`config.mk`:
```
export PLATFORM = sky130hd
export DESIGN_NAME = pit_top
export DESIGN_NICKNAME = d
export VERILOG_FILES = /design/src/verilog/pit_pkg.sv /design/src/verilog/pit_ext_sync.sv /design/src/verilog/pit_reg_file.sv /design/src/verilog/pit_channel.sv /design/src/verilog/pit_irq_status.sv /design/src/verilog/pit_top.sv
export SDC_FILE = /design/constraint.sdc
export NUM_CORES = 1
export LEC_CHECK = 0
export BUFFER_PORTS_ARGS = -buffer_cell sky130_fd_sc_hd__buf_4
export CORE_ASPECT_RATIO = 2
export CORE_MARGIN = 2
export CORE_UTILIZATION = 45
export DETAILED_ROUTE_END_ITERATION = 8
export SETUP_SLACK_MARGIN = 0.1
export SLEW_MARGIN = 20
export SYNTH_ARGS = -nofsm -noshare
export SYNTH_HDL_FRONTEND = slang
export SYNTH_HIERARCHICAL = 1
export SYNTH_SLANG_ARGS = --single-unit
```
`constraint.sdc`:
```
create_clock -name clk_i -period 11.3 [get_ports clk_i]
set_clock_uncertainty 0.2 [all_clocks]
set_input_delay 2.825 -clock clk_i [delete_from_list [all_inputs] [get_ports clk_i]]
set_output_delay 2.825 -clock clk_i [all_outputs]
set_load 0.02 [all_outputs]
```
`src/verilog/pit_pkg.sv`:
```
// ============================================================================
// programmable interval timer, shared definitions
// ============================================================================
package pit_pkg;

	// channel count and datapath widths
	localparam int pit_n_timers = 4;
	localparam int pit_cnt_w = 32;
	localparam int pit_data_w = 64;
	localparam int pit_adr_w = 12;

	// register index is the 64-bit word address, adr[11:3]
	localparam int pit_reg_idx_w = pit_adr_w - 3;
	// channel number sits in adr[11:5], four words per channel
	localparam int pit_chan_num_w = pit_adr_w - 5;
	localparam int pit_chan_idx_w = $clog2(pit_n_timers);

	// per-channel slot, adr[4:3]
	typedef enum logic [1:0] {
		pit_reg_count = 2'd0,
		pit_reg_max = 2'd1,
		pit_reg_ont = 2'd2,
		pit_reg_ctrl = 2'd3
	} pit_chan_reg_e;

	// global registers live above the channel space
	typedef enum logic [pit_reg_idx_w-1:0] {
		pit_reg_underflow = 9'h100,
		pit_reg_sync = 9'h101,
		pit_reg_ie = 9'h102,
		pit_reg_temp = 9'h103,
		pit_reg_out = 9'h104,
		pit_reg_igate = 9'h105,
		pit_reg_igate_set = 9'h106,
		pit_reg_igate_clr = 9'h107
	} pit_glob_reg_e;

	// control word bit positions
	localparam int pit_ctrl_ld = 0;
	localparam int pit_ctrl_ce = 1;
	localparam int pit_ctrl_ar = 2;
	localparam int pit_ctrl_xc = 3;
	localparam int pit_ctrl_ge = 4;
	// commit only exists in write data, it is never stored
	localparam int pit_ctrl_commit = 7;
	localparam int pit_ctrl_w = 5;

	// out of reset only auto-reload is set
	localparam logic [pit_ctrl_w-1:0] pit_ctrl_rst = 5'b0_0100;

endpackage

```
`src/verilog/pit_ext_sync.sv`:
```
`timescale 1ns/1ns

module pit_ext_sync (
	input  logic                            clk_i,
	input  logic                            rst_i,
	input  logic [pit_pkg::pit_n_timers-1:0] ext_clk_i,
	input  logic [pit_pkg::pit_n_timers-1:0] gate_i,
	output logic [pit_pkg::pit_n_timers-1:0] ext_tick_o,
	output logic [pit_pkg::pit_n_timers-1:0] gate_o
);
	import pit_pkg::*;

	// two-stage synchronizers for the external clocks
	logic [pit_n_timers-1:0] clk_s1;
	logic [pit_n_timers-1:0] clk_s2;
	// previous synchronized level, for the edge compare
	logic [pit_n_timers-1:0] clk_s3;
	logic [pit_n_timers-1:0] tick_q;
	// gate pins only need the synchronizer
	logic [pit_n_timers-1:0] gate_s1;
	logic [pit_n_timers-1:0] gate_s2;

	// ========================================================================
	// synchronizers and registered rising edge detect
	// ========================================================================
	always_ff @(posedge clk_i) begin
		if (rst_i) begin
			clk_s1 <= '0;
			clk_s2 <= '0;
			clk_s3 <= '0;
			tick_q <= '0;
			gate_s1 <= '0;
			gate_s2 <= '0;
		end else begin
			clk_s1 <= ext_clk_i;
			clk_s2 <= clk_s1;
			clk_s3 <= clk_s2;
			// one pulse per low-to-high transition, three edges after the pin
			tick_q <= clk_s2 & ~clk_s3;
			gate_s1 <= gate_i;
			gate_s2 <= gate_s1;
		end
	end

	assign ext_tick_o = tick_q;
	// gates are levels, passed on as synchronized
	assign gate_o = gate_s2;

endmodule

```
`src/verilog/pit_reg_file.sv`:
```
`timescale 1ns/1ns

module pit_reg_file (
	input  logic                                                   clk_i,
	input  logic                                                   rst_i,
	// peripheral bus
	input  logic                                                   cs_i,
	input  logic                                                   we_i,
	input  logic [pit_pkg::pit_adr_w-1:0]                          adr_i,
	input  logic [pit_pkg::pit_data_w-1:0]                         dat_i,
	output logic                                                   ack_o,
	output logic [pit_pkg::pit_data_w-1:0]                         dat_o,
	// readback from the channels and the interrupt block
	input  logic [pit_pkg::pit_n_timers-1:0][pit_pkg::pit_cnt_w-1:0]  count_i,
	input  logic [pit_pkg::pit_n_timers-1:0][pit_pkg::pit_ctrl_w-1:0] ctrl_act_i,
	input  logic [pit_pkg::pit_n_timers-1:0][pit_pkg::pit_cnt_w-1:0]  max_act_i,
	input  logic [pit_pkg::pit_n_timers-1:0][pit_pkg::pit_cnt_w-1:0]  ont_act_i,
	input  logic [pit_pkg::pit_n_timers-1:0]                       out_i,
	input  logic [pit_pkg::pit_n_timers-1:0]                       underflow_i,
	input  logic [pit_pkg::pit_n_timers-1:0]                       ie_i,
	// holding values and strobes to the channels
	output logic [pit_pkg::pit_n_timers-1:0]                       commit_o,
	output logic [pit_pkg::pit_n_timers-1:0][pit_pkg::pit_ctrl_w-1:0] ctrl_o,
	output logic [pit_pkg::pit_n_timers-1:0][pit_pkg::pit_cnt_w-1:0]  max_o,
	output logic [pit_pkg::pit_n_timers-1:0][pit_pkg::pit_cnt_w-1:0]  ont_o,
	output logic [pit_pkg::pit_n_timers-1:0]                       igate_o,
	output logic                                                   ie_wr_o,
	output logic                                                   uf_clr_o
);
	import pit_pkg::*;

	logic wr;
	logic rd;
	logic rd_done_q;
	logic [pit_reg_idx_w-1:0] reg_idx;
	logic [pit_chan_num_w-1:0] chan_num;
	logic [pit_chan_idx_w-1:0] chan;
	logic chan_hit;
	logic glob_hit;
	pit_chan_reg_e slot;
	pit_glob_reg_e glob;
	logic [pit_n_timers-1:0] ctrl_wr;
	logic [pit_n_timers-1:0] max_wr;
	logic [pit_n_timers-1:0] ont_wr;
	logic [pit_n_timers-1:0] sync_sel;
	logic [pit_n_timers-1:0][pit_ctrl_w-1:0] ctrl_h;
	logic [pit_n_timers-1:0][pit_cnt_w-1:0] max_h;
	logic [pit_n_timers-1:0][pit_cnt_w-1:0] ont_h;
	logic [pit_n_timers-1:0] igate_q;
	logic [pit_data_w-1:0] temp_q;
	logic [pit_data_w-1:0] rd_mux;

	// ========================================================================
	// address decode
	// ========================================================================
	assign wr = cs_i && we_i;
	assign rd = cs_i && !we_i;
	assign reg_idx = adr_i[pit_adr_w-1:3];
	assign chan_num = adr_i[pit_adr_w-1:5];
	assign chan = chan_num[pit_chan_idx_w-1:0];
	assign slot = pit_chan_reg_e'(adr_i[4:3]);
	assign glob = pit_glob_reg_e'(reg_idx);
	assign chan_hit = chan_num < pit_chan_num_w'(pit_n_timers);
	// top index bit splits channel space from global space
	assign glob_hit = reg_idx[pit_reg_idx_w-1];

	always_comb begin
		for (int i = 0; i < pit_n_timers; i++) begin
			ctrl_wr[i] = wr && chan_num == pit_chan_num_w'(i) && slot == pit_reg_ctrl;
			max_wr[i] = wr && chan_num == pit_chan_num_w'(i) && slot == pit_reg_max;
			ont_wr[i] = wr && chan_num == pit_chan_num_w'(i) && slot == pit_reg_ont;
		end
	end

	// sync register data picks which channels commit together
	assign sync_sel = (wr && glob == pit_reg_sync) ? dat_i[pit_n_timers-1:0] : '0;

	// commit either from a control write with bit 7 or from the sync register
	always_comb begin
		for (int i = 0; i < pit_n_timers; i++) begin
			commit_o[i] = (ctrl_wr[i] && dat_i[pit_ctrl_commit]) || sync_sel[i];
			// a committing control write hands its own data straight through
			ctrl_o[i] = ctrl_wr[i] ? dat_i[pit_ctrl_w-1:0] : ctrl_h[i];
		end
	end

	assign max_o = max_h;
	assign ont_o = ont_h;
	assign igate_o = igate_q;
	assign ie_wr_o = wr && glob == pit_reg_ie;
	assign uf_clr_o = wr && glob == pit_reg_underflow;

	// ========================================================================
	// holding registers, internal gate
	// ========================================================================
	always_ff @(posedge clk_i) begin
		if (rst_i) begin
			for (int i = 0; i < pit_n_timers; i++) begin
				ctrl_h[i] <= pit_ctrl_rst;
			end
			igate_q <= '0;
		end else begin
			for (int i = 0; i < pit_n_timers; i++) begin
				if (ctrl_wr[i]) begin
					ctrl_h[i] <= dat_i[pit_ctrl_w-1:0];
				end else if (sync_sel[i]) begin
					// a load fires once per sync, not on every later sync
					ctrl_h[i][pit_ctrl_ld] <= 1'b0;
				end
			end
			if (wr) begin
				case (glob)
					pit_reg_igate: igate_q <= dat_i[pit_n_timers-1:0];
					pit_reg_igate_set: igate_q <= igate_q | dat_i[pit_n_timers-1:0];
					pit_reg_igate_clr: igate_q <= igate_q & ~dat_i[pit_n_timers-1:0];
					default: igate_q <= igate_q;
				endcase
			end
		end
	end

	// max, on time and temp are plain data words
	always_ff @(posedge clk_i) begin
		for (int i = 0; i < pit_n_timers; i++) begin
			if (max_wr[i]) begin
				max_h[i] <= dat_i[pit_cnt_w-1:0];
			end
			if (ont_wr[i]) begin
				ont_h[i] <= dat_i[pit_cnt_w-1:0];
			end
		end
		if (wr && glob == pit_reg_temp) begin
			temp_q <= dat_i;
		end
	end

	// ========================================================================
	// read mux and acknowledge
	// ========================================================================
	always_comb begin
		rd_mux = '0;
		if (glob_hit) begin
			case (glob)
				pit_reg_underflow: rd_mux = pit_data_w'(underflow_i);
				pit_reg_ie: rd_mux = pit_data_w'(ie_i);
				pit_reg_temp: rd_mux = temp_q;
				pit_reg_out: rd_mux = pit_data_w'(out_i);
				pit_reg_igate: rd_mux = pit_data_w'(igate_q);
				// sync and the gate aliases are write only
				default: rd_mux = '0;
			endcase
		end else if (chan_hit) begin
			case (slot)
				pit_reg_count: rd_mux = pit_data_w'(count_i[chan]);
				pit_reg_max: rd_mux = pit_data_w'(max_act_i[chan]);
				pit_reg_ont: rd_mux = pit_data_w'(ont_act_i[chan]);
				// load flag is transient, always reads as zero
				default: rd_mux = pit_data_w'({ctrl_act_i[chan][pit_ctrl_w-1:1], 1'b0});
			endcase
		end
	end

	always_ff @(posedge clk_i) begin
		if (rst_i) begin
			rd_done_q <= 1'b0;
			dat_o <= '0;
		end else begin
			// toggles so back-to-back reads each get a fresh wait cycle
			rd_done_q <= rd && !rd_done_q;
			dat_o <= rd ? rd_mux : '0;
		end
	end

	// writes ack at once, reads one cycle later
	assign ack_o = cs_i && (we_i || rd_done_q);

endmodule

```
`src/verilog/pit_channel.sv`:
```
`timescale 1ns/1ns

module pit_channel (
	input  logic                           clk_i,
	input  logic                           rst_i,
	input  logic                           commit_i,
	input  logic [pit_pkg::pit_ctrl_w-1:0] ctrl_i,
	input  logic [pit_pkg::pit_cnt_w-1:0]  max_i,
	input  logic [pit_pkg::pit_cnt_w-1:0]  ont_i,
	input  logic                           ext_tick_i,
	input  logic                           gate_i,
	input  logic                           igate_i,
	output logic [pit_pkg::pit_cnt_w-1:0]  count_o,
	output logic [pit_pkg::pit_ctrl_w-1:0] ctrl_act_o,
	output logic [pit_pkg::pit_cnt_w-1:0]  max_act_o,
	output logic [pit_pkg::pit_cnt_w-1:0]  ont_act_o,
	output logic                           out_o,
	output logic                           underflow_o
);
	import pit_pkg::*;

	// active control, bit 0 doubles as the one-cycle load flag
	logic [pit_ctrl_w-1:0] ctrl_q;
	logic [pit_cnt_w-1:0] max_q;
	logic [pit_cnt_w-1:0] ont_q;
	logic [pit_cnt_w-1:0] count_q;
	logic out_q;
	logic uf_q;
	logic tick;
	logic match;
	logic tc;

	// count enable: ce, clock source select, optional gating
	assign tick = ctrl_q[pit_ctrl_ce]
		&& (!ctrl_q[pit_ctrl_xc] || ext_tick_i)
		&& (!ctrl_q[pit_ctrl_ge] || (igate_i && gate_i));
	assign match = count_q == ont_q;
	// terminal count, on-time match takes priority
	assign tc = tick && !ctrl_q[pit_ctrl_ld] && !match && count_q == '0;

	// ========================================================================
	// active copies of the holding registers
	// ========================================================================
	always_ff @(posedge clk_i) begin
		if (rst_i) begin
			ctrl_q <= pit_ctrl_rst;
			max_q <= '0;
			ont_q <= '0;
		end else if (commit_i) begin
			ctrl_q <= ctrl_i;
			max_q <= max_i;
			ont_q <= ont_i;
		end else begin
			ctrl_q[pit_ctrl_ld] <= 1'b0;
			// one-shot stops itself at terminal count
			if (tc && !ctrl_q[pit_ctrl_ar]) begin
				ctrl_q[pit_ctrl_ce] <= 1'b0;
			end
		end
	end

	// ========================================================================
	// down counter, output pin, underflow pulse
	// ========================================================================
	always_ff @(posedge clk_i) begin
		if (rst_i) begin
			count_q <= '0;
			out_q <= 1'b0;
			uf_q <= 1'b0;
		end else begin
			uf_q <= tc;
			if (ctrl_q[pit_ctrl_ld]) begin
				count_q <= max_q;
			end else if (tick) begin
				count_q <= count_q - 1'b1;
				if (match) begin
					out_q <= 1'b1;
				end else if (tc) begin
					out_q <= 1'b0;
					// without reload the count is left wrapped at all ones
					if (ctrl_q[pit_ctrl_ar]) begin
						count_q <= max_q;
					end
				end
			end
		end
	end

	assign count_o = count_q;
	assign ctrl_act_o = ctrl_q;
	assign max_act_o = max_q;
	assign ont_act_o = ont_q;
	assign out_o = out_q;
	assign underflow_o = uf_q;

endmodule

```
`src/verilog/pit_irq_status.sv`:
```
`timescale 1ns/1ns

module pit_irq_status (
	input  logic                            clk_i,
	input  logic                            rst_i,
	input  logic [pit_pkg::pit_n_timers-1:0] uf_pulse_i,
	input  logic                            ie_wr_i,
	input  logic                            uf_clr_i,
	input  logic [pit_pkg::pit_n_timers-1:0] wr_data_i,
	output logic [pit_pkg::pit_n_timers-1:0] underflow_o,
	output logic [pit_pkg::pit_n_timers-1:0] ie_o,
	output logic                            irq_o
);
	import pit_pkg::*;

	logic [pit_n_timers-1:0] uf_q;
	logic [pit_n_timers-1:0] ie_q;
	logic [pit_n_timers-1:0] irqf_q;
	// bits to drop on a write to the underflow register
	logic [pit_n_timers-1:0] clr;
	logic irq_q;

	assign clr = uf_clr_i ? wr_data_i : '0;

	// ========================================================================
	// underflow latches, enables, interrupt flags
	// ========================================================================
	always_ff @(posedge clk_i) begin
		if (rst_i) begin
			uf_q <= '0;
			ie_q <= '0;
			irqf_q <= '0;
			irq_q <= 1'b0;
		end else begin
			// a new underflow wins over a clear in the same cycle
			uf_q <= (uf_q & ~clr) | uf_pulse_i;
			irqf_q <= (irqf_q & ~clr) | (uf_pulse_i & ie_q);
			// acknowledging an underflow also disables its interrupt
			if (ie_wr_i) begin
				ie_q <= wr_data_i;
			end else begin
				ie_q <= ie_q & ~clr;
			end
			// combined line, one cycle behind the flags
			irq_q <= |irqf_q;
		end
	end

	assign underflow_o = uf_q;
	assign ie_o = ie_q;
	assign irq_o = irq_q;

endmodule

```
`src/verilog/pit_top.sv`:
```
`timescale 1ns/1ns

module pit_top (
	input  logic                            clk_i,
	input  logic                            rst_i,
	input  logic                            cs_i,
	input  logic                            we_i,
	input  logic [pit_pkg::pit_adr_w-1:0]    adr_i,
	input  logic [pit_pkg::pit_data_w-1:0]   dat_i,
	output logic                            ack_o,
	output logic [pit_pkg::pit_data_w-1:0]   dat_o,
	input  logic [pit_pkg::pit_n_timers-1:0] ext_clk_i,
	input  logic [pit_pkg::pit_n_timers-1:0] gate_i,
	output logic [pit_pkg::pit_n_timers-1:0] out_o,
	output logic                            irq_o
);
	import pit_pkg::*;

	// synchronized external inputs
	logic [pit_n_timers-1:0] ext_tick;
	logic [pit_n_timers-1:0] gate;
	// register file to channels
	logic [pit_n_timers-1:0] commit;
	logic [pit_n_timers-1:0][pit_ctrl_w-1:0] ctrl;
	logic [pit_n_timers-1:0][pit_cnt_w-1:0] max;
	logic [pit_n_timers-1:0][pit_cnt_w-1:0] ont;
	logic [pit_n_timers-1:0] igate;
	// channel readback
	logic [pit_n_timers-1:0][pit_cnt_w-1:0] count;
	logic [pit_n_timers-1:0][pit_ctrl_w-1:0] ctrl_act;
	logic [pit_n_timers-1:0][pit_cnt_w-1:0] max_act;
	logic [pit_n_timers-1:0][pit_cnt_w-1:0] ont_act;
	logic [pit_n_timers-1:0] uf_pulse;
	// interrupt block
	logic [pit_n_timers-1:0] underflow;
	logic [pit_n_timers-1:0] ie;
	logic ie_wr;
	logic uf_clr;

	pit_ext_sync u_ext_sync (
		.clk_i      (clk_i),
		.rst_i      (rst_i),
		.ext_clk_i  (ext_clk_i),
		.gate_i     (gate_i),
		.ext_tick_o (ext_tick),
		.gate_o     (gate)
	);

	pit_reg_file u_reg_file (
		.clk_i       (clk_i),
		.rst_i       (rst_i),
		.cs_i        (cs_i),
		.we_i        (we_i),
		.adr_i       (adr_i),
		.dat_i       (dat_i),
		.ack_o       (ack_o),
		.dat_o       (dat_o),
		.count_i     (count),
		.ctrl_act_i  (ctrl_act),
		.max_act_i   (max_act),
		.ont_act_i   (ont_act),
		.out_i       (out_o),
		.underflow_i (underflow),
		.ie_i        (ie),
		.commit_o    (commit),
		.ctrl_o      (ctrl),
		.max_o       (max),
		.ont_o       (ont),
		.igate_o     (igate),
		.ie_wr_o     (ie_wr),
		.uf_clr_o    (uf_clr)
	);

	// one counter per channel
	for (genvar g = 0; g < pit_n_timers; g++) begin : g_chan
		pit_channel u_channel (
			.clk_i       (clk_i),
			.rst_i       (rst_i),
			.commit_i    (commit[g]),
			.ctrl_i      (ctrl[g]),
			.max_i       (max[g]),
			.ont_i       (ont[g]),
			.ext_tick_i  (ext_tick[g]),
			.gate_i      (gate[g]),
			.igate_i     (igate[g]),
			.count_o     (count[g]),
			.ctrl_act_o  (ctrl_act[g]),
			.max_act_o   (max_act[g]),
			.ont_act_o   (ont_act[g]),
			.out_o       (out_o[g]),
			.underflow_o (uf_pulse[g])
		);
	end

	pit_irq_status u_irq_status (
		.clk_i       (clk_i),
		.rst_i       (rst_i),
		.uf_pulse_i  (uf_pulse),
		.ie_wr_i     (ie_wr),
		.uf_clr_i    (uf_clr),
		.wr_data_i   (dat_i[pit_n_timers-1:0]),
		.underflow_o (underflow),
		.ie_o        (ie),
		.irq_o       (irq_o)
	);

endmodule

```
==> results by stage <==
Power:
- The internal power consumption is 4.89 mW.
- The switching power of the nets is 1.36 mW.
- The part of the total power dissipated in combinational logic is roughly 2.6%.
- The analysis attributes to cell leakage a power of 15.3 nW.
- The portion of total power attributed to the clock network is 46.0%.
- The cell area power density is 148 mW/mm^2.
- The power after layout is 6.24 mW.
- The switching power share of the total is 21.7%.
- The worst-case IR drop observed on VDD is roughly 110 uV.
- The share of total power in sequential cells is 51.4%.

STA:
- Setup repair after global routing left no endpoint under its margin.
- The setup slack after layout is 4.81 ns.
- The final max-slew violation count is 0.
- The total of endpoints with negative setup slack in the final report is 0.
- Of the available clock period, the critical path in the final layout requires around 57%.
- For the final routed database, the setup TNS stands at 0 ns.
- The count of endpoints failing hold in the final timing report is 0.
- The transition time at the pin with the least slew margin is between 1 and 1.5 ns.
- The hold slack is 0.209 ns.
- The smallest clock period supported by the final layout is computed as 6.49 ns.
- The maximum clock frequency is 154 MHz.
- The relative slew slack is between 8 and 9%.

Route:
- In this run, the number of DRC markers left after iteration 0 of detailed routing was 3160.
- The final routed wirelength across all metal layers is 147 mm.
- Dividing the detail-routed wire length by the instance count gives 33.3 um.
- The average vias per placed instance is 6.38.
- After detailed routing, the number of remaining DRC violations is 0.
- The via total after detailed routing is ~28000.
- The first detailed-routing pass took 6 iterations.
- The remaining number of nets flagged by the antenna check after routing is 0.

Worst setup path:
- The origin of the critical flop-to-flop path is g_chan[3].u_channel/count_o[13].
- The reg-to-reg critical path endpoint is g_chan[3].u_channel/count_o[10].
- The required time of the critical path is 11.63 ns.
- For the worst flop-to-flop path, the logic depth is 7.
- In this run the worst setup path begins at adr_i[6].
- The peak fanout along the critical path is 55.
- The worst setup path endpoint is g_chan[2].u_channel/max_act_o[8].
- The endpoint class of the critical path is a flip-flop.
- The launching element type of the critical path is a primary input.
- The endpoint arrival time on the critical path is approximately 6.8 ns.
- The critical path is of the in -> reg type.
- For flop-to-flop paths, the worst setup slack is about 6.3 ns.

Clock network:
- Clock tree synthesis inserted a total of 79 buffers.
- The clock tree from TritonCTS is done.
- After clock tree synthesis, the clock-pin slew on the worst setup and hold paths is roughly 0.07 ns.
- The post-CTS setup repair buffer count is 0.
- After clock tree synthesis, the repair step resized 0 gates.
- The largest buffer count on any clock path is 3.
- CTS placed an instance of sky130_fd_sc_hd__clkbuf_16 at the clock tree root.
- The total number of H-tree levels is 3.
- For this design, the CTS-stage hold fixing added 0 buffers.
- The clock net in this run drives a total of 858 sinks.
- The later pin in the worst-skew pair is clocked with a latency of 0.69 ns.

Yosys:
- Counting flops with a built-in enable in the synthesized netlist gives 320.
- The synthesized design devotes to its leading area cell type 28.8% of total area.
- The number of nets handed over by synthesis was 3301.
- The unique cell type count in the Yosys netlist is 93.
- The flip-flop and latch count after synthesis is 858.
- The cell count after synthesis came out at 3209.
- By area the synthesized netlist is led by sky130_fd_sc_hd__dfxtp_1 29%, sky130_fd_sc_hd__edfxtp_1 26%, sky130_fd_sc_hd__mux2i_1 7.6%.
- The mapped netlist covers 0.0374 mm^2.
- The Yosys warning count is 6.
- The most common cell in the synthesized netlist is sky130_fd_sc_hd__dfxtp_1.
- The mean instance size in the synthesized netlist is ~12 um^2.
- The commonest cells after synthesis are 538 x sky130_fd_sc_hd__dfxtp_1, 406 x sky130_fd_sc_hd__nor2_1, 320 x sky130_fd_sc_hd__edfxtp_1.
- The most used flip-flop cell after synthesis is sky130_fd_sc_hd__dfxtp_1.
- After synthesis, flip-flops and latches occupy 54.5% of the total area.
- The leading area contributor after synthesis is sky130_fd_sc_hd__dfxtp_1.
- In the synthesized netlist the async set-or-reset flop fraction comes to 0%.

Cells and area:
- The area growth from synthesis to layout is 13.2%.
- For this run, the share of the core covered by cells in the final layout is about half.
- The design area is 0.0423 mm^2.
- The antenna diode instance count is 0.
- The number of filler instances in the final layout is 7246.
- The number of cells in the finished layout apart from fillers is 4411.
- The final layout net count is 3380.
- The share of cells above drive strength 1 is 18.7%.

Die:
- The number of rows in the core area is 149.
- The I/O pin count is 158.
- The total area inside the core boundary comes to 0.0824 mm^2.
- For this configuration, the core starts out at a cell density of between 40 and 50%.
- The die outline area is 0.0856 mm^2.
- The floorplan step set the die height to 412 um.
- The overall die width is 208 um.

Min path:
- In this run the worst hold path is classified as reg -> reg.
- Along the worst hold path, the cell count comes to 1.

Global routing:
- The number of antenna violations at the first check in global routing came to 4.
- The global routing usage summed across all routing layers is 33.8%.
- The first-pass GRT wire length is 206 mm.
- The via count of the first global-routing pass is 27700.
- The total overflow left after global routing is 0.
- The pin count of the biggest net entering global routing is between 150 and 200.

Placed design:
- In this run the cell area measured after placement is 0.0396 mm^2.
- The placer congestion estimate is ~1.
- Counting tap cells, the placed design contains a total of 4264 instances.
- The half-perimeter wire length of the detailed placement result is 99.7 mm.
- During placement, the flow inserted port buffers numbering 154.
- The pre-CTS setup slack is 4.17 ns.

Flow run:
- The total of max-cap violations is 0.

Status:
- The flow ran to the end, and the final reports show no timing, DRC or antenna violations.
worst min path at each step:
stage                         startpoint                        to  slack (ns)
finish              u_ext_sync/clk_s3[3]  u_ext_sync/ext_tick_o[3]        0.21
global route        u_ext_sync/clk_s3[2]  u_ext_sync/ext_tick_o[2]        0.22
CTS                 u_ext_sync/clk_s3[1]  u_ext_sync/ext_tick_o[1]        0.21
detailed placement  u_ext_sync/clk_s3[1]  u_ext_sync/ext_tick_o[1]        0.20
global placement    u_ext_sync/clk_s3[1]  u_ext_sync/ext_tick_o[1]        0.20
floorplan           u_ext_sync/clk_s3[0]  u_ext_sync/ext_tick_o[0]        0.19
registers in the layout, indices dropped and copies added, names as in the netlist, 20 cells and up:
name,flops
u_reg_file/ont_o,128
u_reg_file/temp_q,64
g_chan.u_channel/ont_act_o,128
g_chan.u_channel/ctrl_act_o,20
u_reg_file/max_o,128
g_chan.u_channel/max_act_o,128
u_reg_file/dat_o,64
g_chan.u_channel/count_o,128
u_reg_file/ctrl_h,20
worst max-delay path, stage by stage:
cell                      delay [ns]
sky130_fd_sc_hd__buf_4          0.36
sky130_fd_sc_hd__or4bb_1        0.86
sky130_fd_sc_hd__nor3_2         0.68
sky130_fd_sc_hd__and3_1         0.32
sky130_fd_sc_hd__a21o_4         0.56
sky130_fd_sc_hd__buf_4          0.74
sky130_fd_sc_hd__mux2i_1        0.27
sky130_fd_sc_hd__nor2_1         0.06
kinds of logic (layout without fill, tap and decap cells):
kind of cell,after synthesis,after routing,share of synthesized area [%]
muxes,404,404,14.1
xor gates and xnor gates,158,158,3.70
adders and majority gates,4,4,0.134
buffers and inverters,270,415,3.18
AOI/OAI and AO/OA,488,488,10.2
DFF,858,858,54.5
and+or+nand+nor,1027,1027,14.1
layout make-up:
| cell class | count | area [um^2] | share of cell area (%) |
|---|---|---|---|
| inverter | 47 | 176 | 0.417 |
| tap | 1057 | 1320 | 3.12 |
| multi-input combinational | 2081 | 16000 | 37.8 |
| clock inverter | 39 | 517 | 1.22 |
| sequential | 858 | 20400 | 48.1 |
| clock buffer | 108 | 2240 | 5.29 |
| timing repair buffer | 221 | 1700 | 4.00 |
placed cells by master, fill, tap and decap left out, types with 76 or more instances in the layout:
| cell type | Yosys | final |
|---|---|---|
| sky130_fd_sc_hd__clkbuf_16 | 0 | 83 |
| sky130_fd_sc_hd__edfxtp_1 | 320 | 320 |
| sky130_fd_sc_hd__nor2_1 | 406 | 397 |
| sky130_fd_sc_hd__xor2_1 | 148 | 147 |
| sky130_fd_sc_hd__nor4_1 | 81 | 76 |
| sky130_fd_sc_hd__nand2_1 | 149 | 148 |
| sky130_fd_sc_hd__dfxtp_1 | 538 | 538 |
| sky130_fd_sc_hd__a21oi_1 | 92 | 92 |
| sky130_fd_sc_hd__mux4_2 | 96 | 96 |
| sky130_fd_sc_hd__buf_4 | 4 | 217 |
| sky130_fd_sc_hd__mux2i_1 | 283 | 283 |
power by group through the flow:
stage,sequential (mW),clock [mW],combinational (mW)
final,3.21,2.87,0.164
after detailed placement,3.28,0,0.163
after global routing,3.20,3.03,0.170
after global placement,3.28,0,0.160
after floorplan,3.28,0,0.0792
after CTS,3.21,2.92,0.163
per-layer routing:
layer / GRT usage [%] / wire length [um]
met1: 35.9 / 49700
met2: 56.8 / 70500
met3: 5.74 / 10000
met4: 31.9 / 16600
met5: 0 / 22
(Power assumes the default switching activity.)
